**config.mk**
```make
export PLATFORM = sky130hd
export DESIGN_NAME = lpif_ctl_top
export DESIGN_NICKNAME = d
export VERILOG_FILES = /design/src/hw/lpif_pkg.sv /design/src/hw/aib_ctl_pkg.sv /design/src/hw/lpif_link_fsm.sv /design/src/hw/lpif_ca_cfg.sv /design/src/hw/lpif_dstrm_serializer.sv /design/src/hw/lpif_ustrm_deserializer.sv /design/src/hw/lpif_delay_line.sv /design/src/hw/lpif_ctl_top.sv
export SDC_FILE = /design/constraint.sdc
export NUM_CORES = 1
export LEC_CHECK = 0
export BUFFER_PORTS_ARGS = -buffer_cell sky130_fd_sc_hd__buf_2
export CAP_MARGIN = 10
export CELL_PAD_IN_SITES_DETAIL_PLACEMENT = 2
export CELL_PAD_IN_SITES_GLOBAL_PLACEMENT = 2
export CORE_AREA = 3 3 311 313
export CTS_BUF_LIST = sky130_fd_sc_hd__clkbuf_16
export CTS_CLUSTER_DIAMETER = 150
export CTS_CLUSTER_SIZE = 16
export DETAILED_ROUTE_END_ITERATION = 7
export DIE_AREA = 0 0 314 316
export MAX_ROUTING_LAYER = met4
export PLACE_DENSITY = 0.88
export SKIP_LAST_GASP = 1
export SLEW_MARGIN = 10
export SYNTH_ARGS = -nofsm -noshare
export SYNTH_HDL_FRONTEND = slang
export SYNTH_SLANG_ARGS = --single-unit
```
**constraint.sdc**
```tcl
create_clock -name lclk -period 19.25 [get_ports lclk]
set_clock_uncertainty 0.2 [all_clocks]
set_input_delay 3.85 -clock lclk [delete_from_list [all_inputs] [get_ports lclk]]
set_output_delay 3.85 -clock lclk [all_outputs]
set_load 0.05 [all_outputs]
```
**src/hw/lpif_pkg.sv**
```systemverilog
// LPIF data-path widths, beat and timestamp types, and stream/protocol id mapping
package lpif_pkg;

  localparam int BEAT_W = 64; // one link-side data beat

  // LPIF stream ids
  localparam logic [7:0] MEM_CACHE_STREAM_ID = 8'h01;
  localparam logic [7:0] IO_STREAM_ID        = 8'h02;
  localparam logic [7:0] ARB_MUX_STREAM_ID   = 8'h03;

  // protocol ids carried on the link
  localparam logic [1:0] PROTID_CACHE   = 2'd0;
  localparam logic [1:0] PROTID_IO      = 2'd1;
  localparam logic [1:0] PROTID_ARB_MUX = 2'd2;

  typedef struct packed {
    logic [1:0]        protid;
    logic [BEAT_W-1:0] data;
  } beat_t;

  typedef struct packed {
    logic       tmstmp;
    logic [7:0] stream;
  } tmstmp_t;

  function automatic logic [1:0] stream_to_protid(input logic [7:0] stream);
    case (stream)
      IO_STREAM_ID:      return PROTID_IO;
      ARB_MUX_STREAM_ID: return PROTID_ARB_MUX;
      default:           return PROTID_CACHE; // unknown streams go to cache
    endcase
  endfunction

  function automatic logic [7:0] protid_to_stream(input logic [1:0] protid);
    case (protid)
      PROTID_IO:      return IO_STREAM_ID;
      PROTID_ARB_MUX: return ARB_MUX_STREAM_ID;
      default:        return MEM_CACHE_STREAM_ID; // code 3 unused
    endcase
  endfunction

endpackage

```
**src/hw/aib_ctl_pkg.sv**
```systemverilog
// AIB control types: link states, link-width codes, alignment and LSM info structs
package aib_ctl_pkg;

  typedef enum logic [2:0] {
    IDLE          = 3'h0,
    PHY_INIT      = 3'h1,
    CFG           = 3'h2,
    CALIB         = 3'h3,
    WAIT_CA_ALIGN = 3'h4,
    LINK_UP       = 3'h5,
    PHY_ERR       = 3'h6
  } link_state_t;

  // link-width encodings where x16 skips a code
  localparam logic [2:0] LNK_CFG_X1  = 3'b000;
  localparam logic [2:0] LNK_CFG_X2  = 3'b001;
  localparam logic [2:0] LNK_CFG_X4  = 3'b010;
  localparam logic [2:0] LNK_CFG_X8  = 3'b011;
  localparam logic [2:0] LNK_CFG_X16 = 3'b101;

  typedef struct packed {
    logic align_done;
    logic align_err;
  } ca_status_t;

  typedef struct packed {
    logic [15:0] tx_stb_intv;
    logic [15:0] rx_stb_intv;
  } ca_cfg_t;

  typedef struct packed {
    logic [3:0] state;
    logic [2:0] speedmode;
  } lsm_info_t;

endpackage

```
**src/hw/lpif_link_fsm.sv**
```systemverilog
// Link bring-up FSM; sequences mac-ready, adapter resets, online flags and the sticky phy error
`timescale 1ns/100ps

module lpif_link_fsm #(
  parameter int NUM_LANES = 4
) (
  input  logic                    lclk,
  input  logic                    rst_n,
  input  logic                    i_conf_done,
  input  logic [NUM_LANES-1:0]    i_ms_tx_transfer_en,
  input  logic [NUM_LANES-1:0]    i_sl_tx_transfer_en,
  input  logic [NUM_LANES-1:0]    i_wa_error,
  input  aib_ctl_pkg::ca_status_t i_ca_status,
  input  logic                    i_lp_linkerror,
  output logic                    o_cfg_load,
  output logic                    o_ns_mac_rdy,
  output logic [NUM_LANES-1:0]    o_ns_adapter_rstn,
  output logic                    o_tx_online,
  output logic                    o_rx_online,
  output logic                    o_link_up,
  output logic                    o_phy_err
);
  import aib_ctl_pkg::*;

  link_state_t state_q;
  link_state_t state_d;
  logic        lanes_en;
  logic        phy_err;

  assign lanes_en = &{i_ms_tx_transfer_en, i_sl_tx_transfer_en};
  assign phy_err  = ~lanes_en | (|i_wa_error) | i_ca_status.align_err | i_lp_linkerror;

  ////////////////////////////////////////
  // next state
  always_comb
  begin
    state_d = state_q;
    case (state_q)
      IDLE:     state_d = PHY_INIT;
      PHY_INIT:
      begin
        if (i_conf_done)
          state_d = CFG;
      end
      CFG:      state_d = CALIB; // single cycle
      CALIB:
      begin
        if (lanes_en)
          state_d = (NUM_LANES == 1) ? LINK_UP : WAIT_CA_ALIGN;
      end
      WAIT_CA_ALIGN:
      begin
        if (i_ca_status.align_done)
          state_d = LINK_UP;
      end
      LINK_UP:
      begin
        if (phy_err)
          state_d = PHY_ERR;
      end
      PHY_ERR:  state_d = PHY_ERR; // sticky until reset
      default:  state_d = IDLE;
    endcase
  end

  ////////////////////////////////////////
  // state and registered outputs
  always_ff @(posedge lclk or negedge rst_n)
  begin
    if (!rst_n)
    begin
      state_q           <= IDLE;
      o_cfg_load        <= 1'b0;
      o_ns_mac_rdy      <= 1'b0;
      o_ns_adapter_rstn <= '0;
      o_tx_online       <= 1'b0;
      o_rx_online       <= 1'b0;
      o_link_up         <= 1'b0;
      o_phy_err         <= 1'b0;
    end
    else
    begin
      state_q           <= state_d;
      o_cfg_load        <= (state_d == CFG); // one pulse in CFG
      o_ns_mac_rdy      <= (state_d inside {CFG, CALIB, WAIT_CA_ALIGN, LINK_UP, PHY_ERR});
      o_ns_adapter_rstn <= {NUM_LANES{state_d inside {CALIB, WAIT_CA_ALIGN, LINK_UP, PHY_ERR}}};
      o_tx_online       <= (state_d inside {WAIT_CA_ALIGN, LINK_UP, PHY_ERR});
      o_rx_online       <= (state_d inside {WAIT_CA_ALIGN, LINK_UP, PHY_ERR});
      o_link_up         <= (state_d == LINK_UP);
      o_phy_err         <= (state_d == PHY_ERR);
    end
  end

endmodule

```
**src/hw/lpif_ca_cfg.sv**
```systemverilog
// Channel-alignment configuration; latches strobe intervals at config time, holds link width
`timescale 1ns/100ps

module lpif_ca_cfg #(
  parameter int NUM_LANES = 4
) (
  input  logic                 lclk,
  input  logic                 rst_n,
  input  logic                 i_cfg_load,
  input  logic [15:0]          i_tx_stb_intv,
  input  logic [15:0]          i_rx_stb_intv,
  output aib_ctl_pkg::ca_cfg_t o_ca_cfg,
  output logic [2:0]           o_lnk_cfg
);
  import aib_ctl_pkg::*;

  // widest code the lane count supports
  localparam logic [2:0] LNK_CODE = (NUM_LANES >= 16) ? LNK_CFG_X16 :
                                    (NUM_LANES >= 8)  ? LNK_CFG_X8  :
                                    (NUM_LANES >= 4)  ? LNK_CFG_X4  :
                                    (NUM_LANES >= 2)  ? LNK_CFG_X2  : LNK_CFG_X1;

  always_ff @(posedge lclk or negedge rst_n)
  begin
    if (!rst_n)
    begin
      o_ca_cfg  <= '0;
      o_lnk_cfg <= LNK_CFG_X1;
    end
    else
    begin
      o_lnk_cfg <= LNK_CODE;
      if (i_cfg_load)
        o_ca_cfg <= '{tx_stb_intv: i_tx_stb_intv, rx_stb_intv: i_rx_stb_intv};
    end
  end

endmodule

```
**src/hw/lpif_dstrm_serializer.sv**
```systemverilog
// Downstream serializer; splits each accepted LPIF word into NUM_BEATS link beats
`timescale 1ns/100ps

module lpif_dstrm_serializer #(
  parameter int NUM_BEATS = 4
) (
  input  logic                                lclk,
  input  logic                                rst_n,
  input  logic                                i_lp_irdy,
  input  logic [NUM_BEATS*lpif_pkg::BEAT_W-1:0] i_lp_data,
  input  logic [7:0]                          i_lp_stream,
  input  logic                                i_lsm_active,
  output logic                                o_pl_trdy,
  output logic                                o_dstrm_valid,
  output lpif_pkg::beat_t                     o_dstrm
);
  import lpif_pkg::*;

  localparam int CNT_W = (NUM_BEATS > 1) ? $clog2(NUM_BEATS) : 1;

  logic [NUM_BEATS*BEAT_W-1:0] word_q;  // held word for beats 1..N-1
  logic [CNT_W-1:0]            beat_q;  // next beat to send
  logic                        busy_q;
  logic                        accept;
  logic                        last_beat;
  logic                        valid_d;

  assign accept    = i_lp_irdy & o_pl_trdy;
  assign last_beat = (beat_q == CNT_W'(NUM_BEATS - 1));
  assign valid_d   = accept | busy_q;

  ////////////////////////////////////////
  // beat sequencing
  always_ff @(posedge lclk or negedge rst_n)
  begin
    if (!rst_n)
    begin
      busy_q        <= 1'b0;
      beat_q        <= '0;
      o_dstrm_valid <= 1'b0;
      o_pl_trdy     <= 1'b0;
    end
    else
    begin
      o_dstrm_valid <= valid_d;
      o_pl_trdy     <= i_lsm_active & ~valid_d; // stays low through the last beat
      if (accept)
      begin
        busy_q <= (NUM_BEATS > 1);
        beat_q <= CNT_W'(1);
      end
      else if (busy_q)
      begin
        busy_q <= ~last_beat;
        beat_q <= beat_q + 1'b1;
      end
    end
  end

  // beat 0 goes straight from the input word
  always_ff @(posedge lclk)
  begin
    if (accept)
    begin
      word_q         <= i_lp_data;
      o_dstrm.protid <= stream_to_protid(i_lp_stream);
      o_dstrm.data   <= i_lp_data[BEAT_W-1:0];
    end
    else if (busy_q)
      o_dstrm.data <= word_q[beat_q*BEAT_W +: BEAT_W];
  end

endmodule

```
**src/hw/lpif_ustrm_deserializer.sv**
```systemverilog
// Upstream deserializer; collects NUM_BEATS link beats into one LPIF word with a valid pulse
`timescale 1ns/100ps

module lpif_ustrm_deserializer #(
  parameter int NUM_BEATS = 4
) (
  input  logic                                lclk,
  input  logic                                rst_n,
  input  logic                                i_ustrm_valid,
  input  lpif_pkg::beat_t                     i_ustrm,
  output logic                                o_pl_valid,
  output logic [NUM_BEATS*lpif_pkg::BEAT_W-1:0] o_pl_data,
  output logic [7:0]                          o_pl_stream
);
  import lpif_pkg::*;

  localparam int CNT_W = (NUM_BEATS > 1) ? $clog2(NUM_BEATS) : 1;

  logic [NUM_BEATS*BEAT_W-1:0] asm_q;
  logic [NUM_BEATS*BEAT_W-1:0] word_d;
  logic [CNT_W-1:0]            beat_q; // slice for the next valid beat
  logic                        last_beat;

  assign last_beat = (beat_q == CNT_W'(NUM_BEATS - 1));

  // current beat merged into the partial word
  always_comb
  begin
    word_d = asm_q;
    word_d[beat_q*BEAT_W +: BEAT_W] = i_ustrm.data;
  end

  always_ff @(posedge lclk or negedge rst_n)
  begin
    if (!rst_n)
    begin
      beat_q     <= '0;
      o_pl_valid <= 1'b0;
    end
    else
    begin
      o_pl_valid <= i_ustrm_valid & last_beat;
      if (i_ustrm_valid)
        beat_q <= last_beat ? '0 : beat_q + 1'b1;
    end
  end

  always_ff @(posedge lclk)
  begin
    if (i_ustrm_valid)
      asm_q <= word_d;
    if (i_ustrm_valid && last_beat)
    begin
      o_pl_data   <= word_d;
      o_pl_stream <= protid_to_stream(i_ustrm.protid); // from the last beat
    end
  end

endmodule

```
**src/hw/lpif_delay_line.sv**
```systemverilog
// Fixed-depth register pipeline; payload type set per instance
`timescale 1ns/100ps

module lpif_delay_line #(
  parameter type payload_t = logic,
  parameter int  DEPTH     = 1
) (
  input  logic     lclk,
  input  logic     rst_n,
  input  payload_t i_d,
  output payload_t o_q
);

  payload_t stage_q [DEPTH]; // stage 0 is closest to the input

  always_ff @(posedge lclk or negedge rst_n)
  begin
    if (!rst_n)
    begin
      for (int i = 0; i < DEPTH; i++)
        stage_q[i] <= '0;
    end
    else
    begin
      stage_q[0] <= i_d;
      for (int i = 1; i < DEPTH; i++)
        stage_q[i] <= stage_q[i-1];
    end
  end

  assign o_q = stage_q[DEPTH-1];

endmodule

```
**src/hw/lpif_ctl_top.sv**
```systemverilog
// LPIF adapter control top; ties the link FSM, config, data paths and delay lines together
`timescale 1ns/100ps

module lpif_ctl_top #(
  parameter int NUM_BEATS    = 4,
  parameter int NUM_LANES    = 4,
  parameter int PTM_RX_DELAY = 4
) (
  input  logic                                lclk,
  input  logic                                rst_n,
  // downstream
  input  logic                                i_lp_irdy,
  input  logic [NUM_BEATS*lpif_pkg::BEAT_W-1:0] i_lp_data,
  input  logic [7:0]                          i_lp_stream,
  output logic                                o_pl_trdy,
  output logic                                o_dstrm_valid,
  output lpif_pkg::beat_t                     o_dstrm,
  // upstream
  input  logic                                i_ustrm_valid,
  input  lpif_pkg::beat_t                     i_ustrm,
  output logic                                o_pl_valid,
  output logic [NUM_BEATS*lpif_pkg::BEAT_W-1:0] o_pl_data,
  output logic [7:0]                          o_pl_stream,
  // timestamp and lsm
  input  lpif_pkg::tmstmp_t                   i_lp_tmstmp,
  output lpif_pkg::tmstmp_t                   o_pl_tmstmp,
  input  aib_ctl_pkg::lsm_info_t              i_lsm,
  input  logic                                i_lsm_active,
  output aib_ctl_pkg::lsm_info_t              o_lsm,
  // bring-up and error
  input  logic                                i_conf_done,
  input  logic [NUM_LANES-1:0]                i_ms_tx_transfer_en,
  input  logic [NUM_LANES-1:0]                i_sl_tx_transfer_en,
  input  logic [NUM_LANES-1:0]                i_wa_error,
  input  aib_ctl_pkg::ca_status_t             i_ca_status,
  input  logic                                i_lp_linkerror,
  output logic                                o_ns_mac_rdy,
  output logic [NUM_LANES-1:0]                o_ns_adapter_rstn,
  output logic                                o_tx_online,
  output logic                                o_rx_online,
  output logic                                o_link_up,
  output logic                                o_phy_err,
  // channel alignment config
  input  logic [15:0]                         i_tx_stb_intv,
  input  logic [15:0]                         i_rx_stb_intv,
  output aib_ctl_pkg::ca_cfg_t                o_ca_cfg,
  output logic [2:0]                          o_lnk_cfg
);
  import lpif_pkg::*;
  import aib_ctl_pkg::*;

  logic cfg_load; // fsm to config block

  ////////////////////////////////////////
  // link control
  lpif_link_fsm #(.NUM_LANES(NUM_LANES)) u_link_fsm (
    .lclk, .rst_n, .i_conf_done, .i_ms_tx_transfer_en, .i_sl_tx_transfer_en,
    .i_wa_error, .i_ca_status, .i_lp_linkerror,
    .o_cfg_load(cfg_load),
    .o_ns_mac_rdy, .o_ns_adapter_rstn, .o_tx_online, .o_rx_online,
    .o_link_up, .o_phy_err
  );

  lpif_ca_cfg #(.NUM_LANES(NUM_LANES)) u_ca_cfg (
    .lclk, .rst_n, .i_cfg_load(cfg_load), .i_tx_stb_intv, .i_rx_stb_intv,
    .o_ca_cfg, .o_lnk_cfg
  );

  ////////////////////////////////////////
  // data paths
  lpif_dstrm_serializer #(.NUM_BEATS(NUM_BEATS)) u_dstrm_ser (
    .lclk, .rst_n, .i_lp_irdy, .i_lp_data, .i_lp_stream, .i_lsm_active,
    .o_pl_trdy, .o_dstrm_valid, .o_dstrm
  );

  lpif_ustrm_deserializer #(.NUM_BEATS(NUM_BEATS)) u_ustrm_deser (
    .lclk, .rst_n, .i_ustrm_valid, .i_ustrm, .o_pl_valid, .o_pl_data, .o_pl_stream
  );

  // fixed PTM delay and one-cycle lsm register
  lpif_delay_line #(.payload_t(tmstmp_t), .DEPTH(PTM_RX_DELAY)) u_tmstmp_dly (
    .lclk, .rst_n, .i_d(i_lp_tmstmp), .o_q(o_pl_tmstmp)
  );

  lpif_delay_line #(.payload_t(lsm_info_t), .DEPTH(1)) u_lsm_dly (
    .lclk, .rst_n, .i_d(i_lsm), .o_q(o_lsm)
  );

endmodule

```
[Word-level counts from Yosys, hierarchy flattened]
Index checks and enable logic that the tools add are counted.
Cells by class
  $add $sub $neg: 3
  $mul: 0
  divide/modulo/power cells: 0
  order comparisons: 0
  eq/ne operators: 17
  shift operators: 3
  muxes and demuxes: 15
  bitwise operators: 10
  reductions and logical operators: 8
Operators with widths (count)
  $bwmux 256: 1
  $shift 64x34->256 const A: 1
  $shiftx 256x9->64: 1
  $shiftx 64x34->256: 1
  $mux 64: 2
  $neg 8->34: 1
  $pmux 3 s7: 1
  $eq 3x3->1 const B: 6
  $eq 8x2->1 const B: 2
  $eq 3x2->1 const B: 4
  $mux 3: 4
  $pmux 2 s2: 2
  $reduce_and 8->1: 1
  $eq 2x2->1 const B: 3
  $mux 2: 3
  $reduce_bool 5->1: 1
  $add 2x1->2 const B: 2
  $or 1x1->1: 4
  $reduce_bool 4->1: 1
  $reduce_or 4->1: 1
  $and 1x1->1: 3
  $eq 3x1->1 const B: 1
  $logic_not 3->1: 1
  $not 1->1: 3
  5 further kinds: 6
Storage, ports and cells
  register bits after elaboration: 935
  bits in latches: 0
  bits in writable memories: 0
  bits in read-only memories: 0
  input port bits: 399
  output and inout port bits: 393
  memories kept: 0

[Depth between registers and ports, before layout]
  word-level depth: 9
  mapped depth: 8

[Modules after synthesis]
From an unflattened synthesis, not the netlist that was laid out.
Unflattened totals
  cell total of the unflattened synthesis: 1667
  area, all modules: 34475.6 um^2
Modules (own cells, without submodules)
  lpif_ustrm_deserializer: instances 1, cells an instance 1002, area an instance 19120.8 um^2
  lpif_dstrm_serializer: instances 1, cells an instance 491, area an instance 12305.6 um^2
  lpif_ca_cfg: instances 1, cells an instance 73, area an instance 1392.6 um^2
  lpif_delay_line (u_tmstmp_dly): instances 1, cells an instance 45, area an instance 968.4 um^2
  lpif_link_fsm: instances 1, cells an instance 49, area an instance 513.0 um^2
  lpif_delay_line (u_lsm_dly): instances 1, cells an instance 7, area an instance 175.2 um^2

[Worst setup path after synthesis]
No wires, ideal clock.
  kind: input-to-reg
  start point: in i_ustrm_valid
  end point: reg u_ustrm_deser.o_pl_valid
  setup time: 0.759 ns
  data arrival time: 9.656 ns
  data required time: 18.291 ns
  setup slack: 8.635 ns
  stages: 1
  buffers on the path: 0
  path through: and2_1
On the way
  word-level cells in the longest chain between the ends: 1
Ends and longest elaborated chain
  start: declaration: RTL line lpif_ctl_top.sv:19  | input logic i_ustrm_valid,
  $and 1x1->1: RTL line lpif_ustrm_deserializer.sv:42  | o_pl_valid <= i_ustrm_valid & last_beat;
  end signal: assignment: RTL line lpif_ustrm_deserializer.sv:42
  end: declaration: RTL line lpif_ustrm_deserializer.sv:11  | output logic o_pl_valid,
No other way between the ends.
A chain may end at the register's enable or synchronous reset.

[Worst setup path after layout]
  start point: in i_lp_irdy
  end point: reg u_dstrm_ser.word_q[162], enable pin
On the way
  word-level cells in the longest chain between the ends: 1
Ends and longest elaborated chain
  start: declaration: RTL line lpif_ctl_top.sv:12  | input logic i_lp_irdy,
  $and 1x1->1: RTL line lpif_dstrm_serializer.sv:28  | assign accept = i_lp_irdy & o_pl_trdy;
  named net u_dstrm_ser.accept: RTL line lpif_dstrm_serializer.sv:24  | logic accept;
  end signal: assignment: RTL line lpif_dstrm_serializer.sv:65  | word_q <= i_lp_data;
  end: declaration: RTL line lpif_dstrm_serializer.sv:21  | logic [NUM_BEATS*BEAT_W-1:0] word_q;
The timed path passes the listed nets, and every way through them passes these cells.

==> impl_metrics.json <==
{
  "wl_per_cell_um": 29.2,
  "final_cell_mix": "edfxtp_1 (836), buf_2 (781), inv_1 (291), nand2_1 (264), o21ai_0 (226)",
  "synthFlopType": "edfxtp_1",
  "fillers": 9182,
  "root_buffer": "clkbuf_16",
  "io_buffers": 783,
  "cts.repair.resized": 0,
  "synthTopCellsByArea": "edfxtp_1 (73%), dfrtp_1 (6.8%), mux4_2 (4.2%)",
  "syn_avg_cell_area_um2": 16.8,
  "cp_cell_sequence": "buf_2 -> nand2_4 -> inv_8 -> buf_4 -> buf_4",
  "htree_num_levels": 3,
  "power.leakage_nw": 16.1,
  "firstDrtPassIters": 5,
  "insertion_delay_ns": 0.65,
  "critPathSlowestCell": "buf_4",
  "synth_cells": 2033,
  "clock_path_buffers": 3,
  "p_comb_share_pct": 31.0,
  "drive_gt1_share_pct": 37.4,
  "yosysSeqAreaShare_pct": 80.1,
  "hold_class": "flip-flop to flip-flop",
  "tns_ns": 0,
  "initial_core_util_pct": 36.2,
  "regArea_mm2": 0.0274,
  "final_common_cell": "edfxtp_1",
  "place.gp.congestion": 0.813,
  "die_h_um": 316,
  "fp.dieW_um": 314,
  "ant_nets": 0,
  "synth.distinct_cells": 40,
  "worst-setup-path-type": "primary input to flip-flop",
  "relSlewSlack_pct": 15.8,
  "core_mm2": 0.0946,
  "clkTransAtPathRegs_ns": 0.07,
  "fin_crit_sh_pct": 33.9,
  "grt-ovfl-total": 0,
  "internal-power_mw": 3.94,
  "hpwl_mm": 83.6,
  "cts_setup_buffers": 0,
  "worst_setup_path_end_kind": "flip-flop",
  "hold_ws_ns": 0.145,
  "syn2layout_area_growth_pct": 21.3,
  "drc_errors": 0,
  "cp.arrival_ns": 6.59,
  "drv_slew": 0,
  "regToRegStartpoint": "u_dstrm_ser.o_pl_trdy",
  "start_kind": "primary input",
  "postCtsHoldBufs": 0,
  "cp_data_required_time_ns": 19.30,
  "vias": 20900,
  "maxCapViolCount": 0,
  "hp-start": "u_tmstmp_dly.stage_q[25]",
  "synth_edf_count": 836,
  "worst_path_dominant_cell_family": "buffers and inverters",
  "critPathMaxStageDelay_ns": 1.02,
  "setup_viol": 0,
  "yosysWarnings": 0,
  "hold_viol": 0,
  "drt-initial-drc-count": 1852,
  "outcome": "completed",
  "syn-cell-area_mm2": 0.0342,
  "clock_power_share_pct": 21.5,
  "avgViaCountPerCell": 5.03,
  "crit_top_cell": "buf_4",
  "startpoint": "i_lp_irdy",
  "cp_max_fo": 109,
  "seq_power_share_pct": 47.5,
  "cts_tree": "built",
  "grt_use_total_pct": 24.5,
  "crit_buf_inv": 4,
  "fin_crit_ns": 6.53,
  "rsz0062_at_grt": "no",
  "grt_pass1_wl_mm": 170,
  "switchingPower_mw": 2.38,
  "yosysTopAreaCell": "edfxtp_1",
  "worst_pin_slew_ns": 1.26,
  "antenna_found_initial": 42,
  "grt_max_degree": 172,
  "async_reset_ff_share_pct": 10.0,
  "synth_top_area_share_pct": 73.3,
  "synth-seq-cells": 929,
  "ios": 792,
  "nets": 3222,
  "fmax_mhz": 153,
  "num_rows": 113,
  "dieArea_mm2": 0.0992,
  "multiInputGateArea_mm2": 0.00533,
  "p_per_area_mw_per_mm2": 152,
  "cts_buffers": 68,
  "grt_pass1_vias": 23100,
  "p_sw_share_pct": 37.6,
  "clkSinkCount": 929,
  "peakVddDrop_mv": 0.0972,
  "routed_wl_mm": 121
}
-- state kept, by name (all words and copies together) (netlist names), 2 cells and up --
| register | count |
|---|---|
| u_ustrm_deser.asm_q | 256 |
| u_tmstmp_dly.o_q | 9 |
| u_dstrm_ser.o_dstrm | 66 |
| u_ustrm_deser.o_pl_stream | 2 |
| u_ca_cfg.o_ca_cfg | 32 |
| u_ustrm_deser.beat_q | 2 |
| u_tmstmp_dly.stage_q | 27 |
| u_lsm_dly.o_q | 7 |
| u_ustrm_deser.o_pl_data | 256 |
| u_dstrm_ser.beat_q | 2 |
| u_link_fsm.state_q | 3 |
| u_dstrm_ser.word_q | 256 |
-- path summary, 6_finish.rpt --
| check | endpoint | slack (ns) | cells after the start |
|---|---|---|---|
| worst max register to register | u_dstrm_ser.word_q[162] | 15.37 | 4 |
| max in group asynchronous | u_dstrm_ser.beat_q[0] | 14.62 | 2 |
| min in group asynchronous | u_ca_cfg.o_ca_cfg[25] | 3.01 | 1 |
| worst max-delay path | u_dstrm_ser.word_q[162] | 12.72 | 5 |
| worst min register to register | u_tmstmp_dly.stage_q[16] | 0.14 | 0 |
| worst min-delay path | u_tmstmp_dly.stage_q[16] | 0.14 | 0 |
-- power by group through the flow --
stage	registers (mW)	clock network (mW)	logic, mW
finish	3.00	1.36	1.96
global route	3.04	1.47	2.07
CTS	3.01	1.40	1.97
detailed placement	3.04	0	1.95
global placement	2.98	0	1.82
floorplan	3.62	0	0.705
-- Yosys cell counts (4+ instances only) --
master / number
dfrtp_1: 93
buf_2: 33
buf_1: 4
buf_6: 6
o21ai_1: 34
edfxtp_1: 836
nor2_1: 7
nand2_1: 266
mux4_2: 64
ha_1: 8
inv_1: 269
o21ai_0: 226
clkbuf_1: 37
buf_4: 21
mux2_2: 96
-- per-stage QoR --
stage / area (um^2) / power [mW] / utilization (%) / setup slack (ns) / std cells
finish: 41500 / 6.32 / 43.9 / 12.72 / 4152
floorplan: 34300 / 4.33 / - / 8.64 / 2040
global route: 41500 / 6.57 / 43.9 / 12.58 / 4151
detailed placement: 39500 / 4.99 / 41.7 / 12.07 / 4010
global placement: 39500 / 4.80 / 41.7 / 12.25 / 4010
CTS: 41400 / 6.38 / 43.8 / 12.82 / 4109
-- per-layer routing --
layer	vias to the layer above	global-route usage (%)	wire, um
met5	-	-	0
met1	10900	25.3	41700
met2	885	42.4	64300
met3	257	7.66	9260
met4	0	11.9	5890
li1	8850	-	-
-- cells by family after synthesis --
kind of cell / share of synthesized area (%)
adder cells (fa/ha/maj): 0.292
other: 0.0219
flip-flops: 80.1
AO/OA/AOI/OAI: 4.07
buffers and inverters: 4.54
AND/OR/NAND/NOR: 3.48
XOR/XNOR: 0.0256
multiplexers: 7.43
-- area by class of cell --
class,count,area share (%)
multi-input combinational,741,12.8
clock buffer,68,4.10
antenna,43,0.259
timing repair buffer,806,9.92
clock inverter,31,0.509
tap,1265,3.81
sequential,929,66.1
inverter,269,2.45
Power figures use the tool's default switching activity.
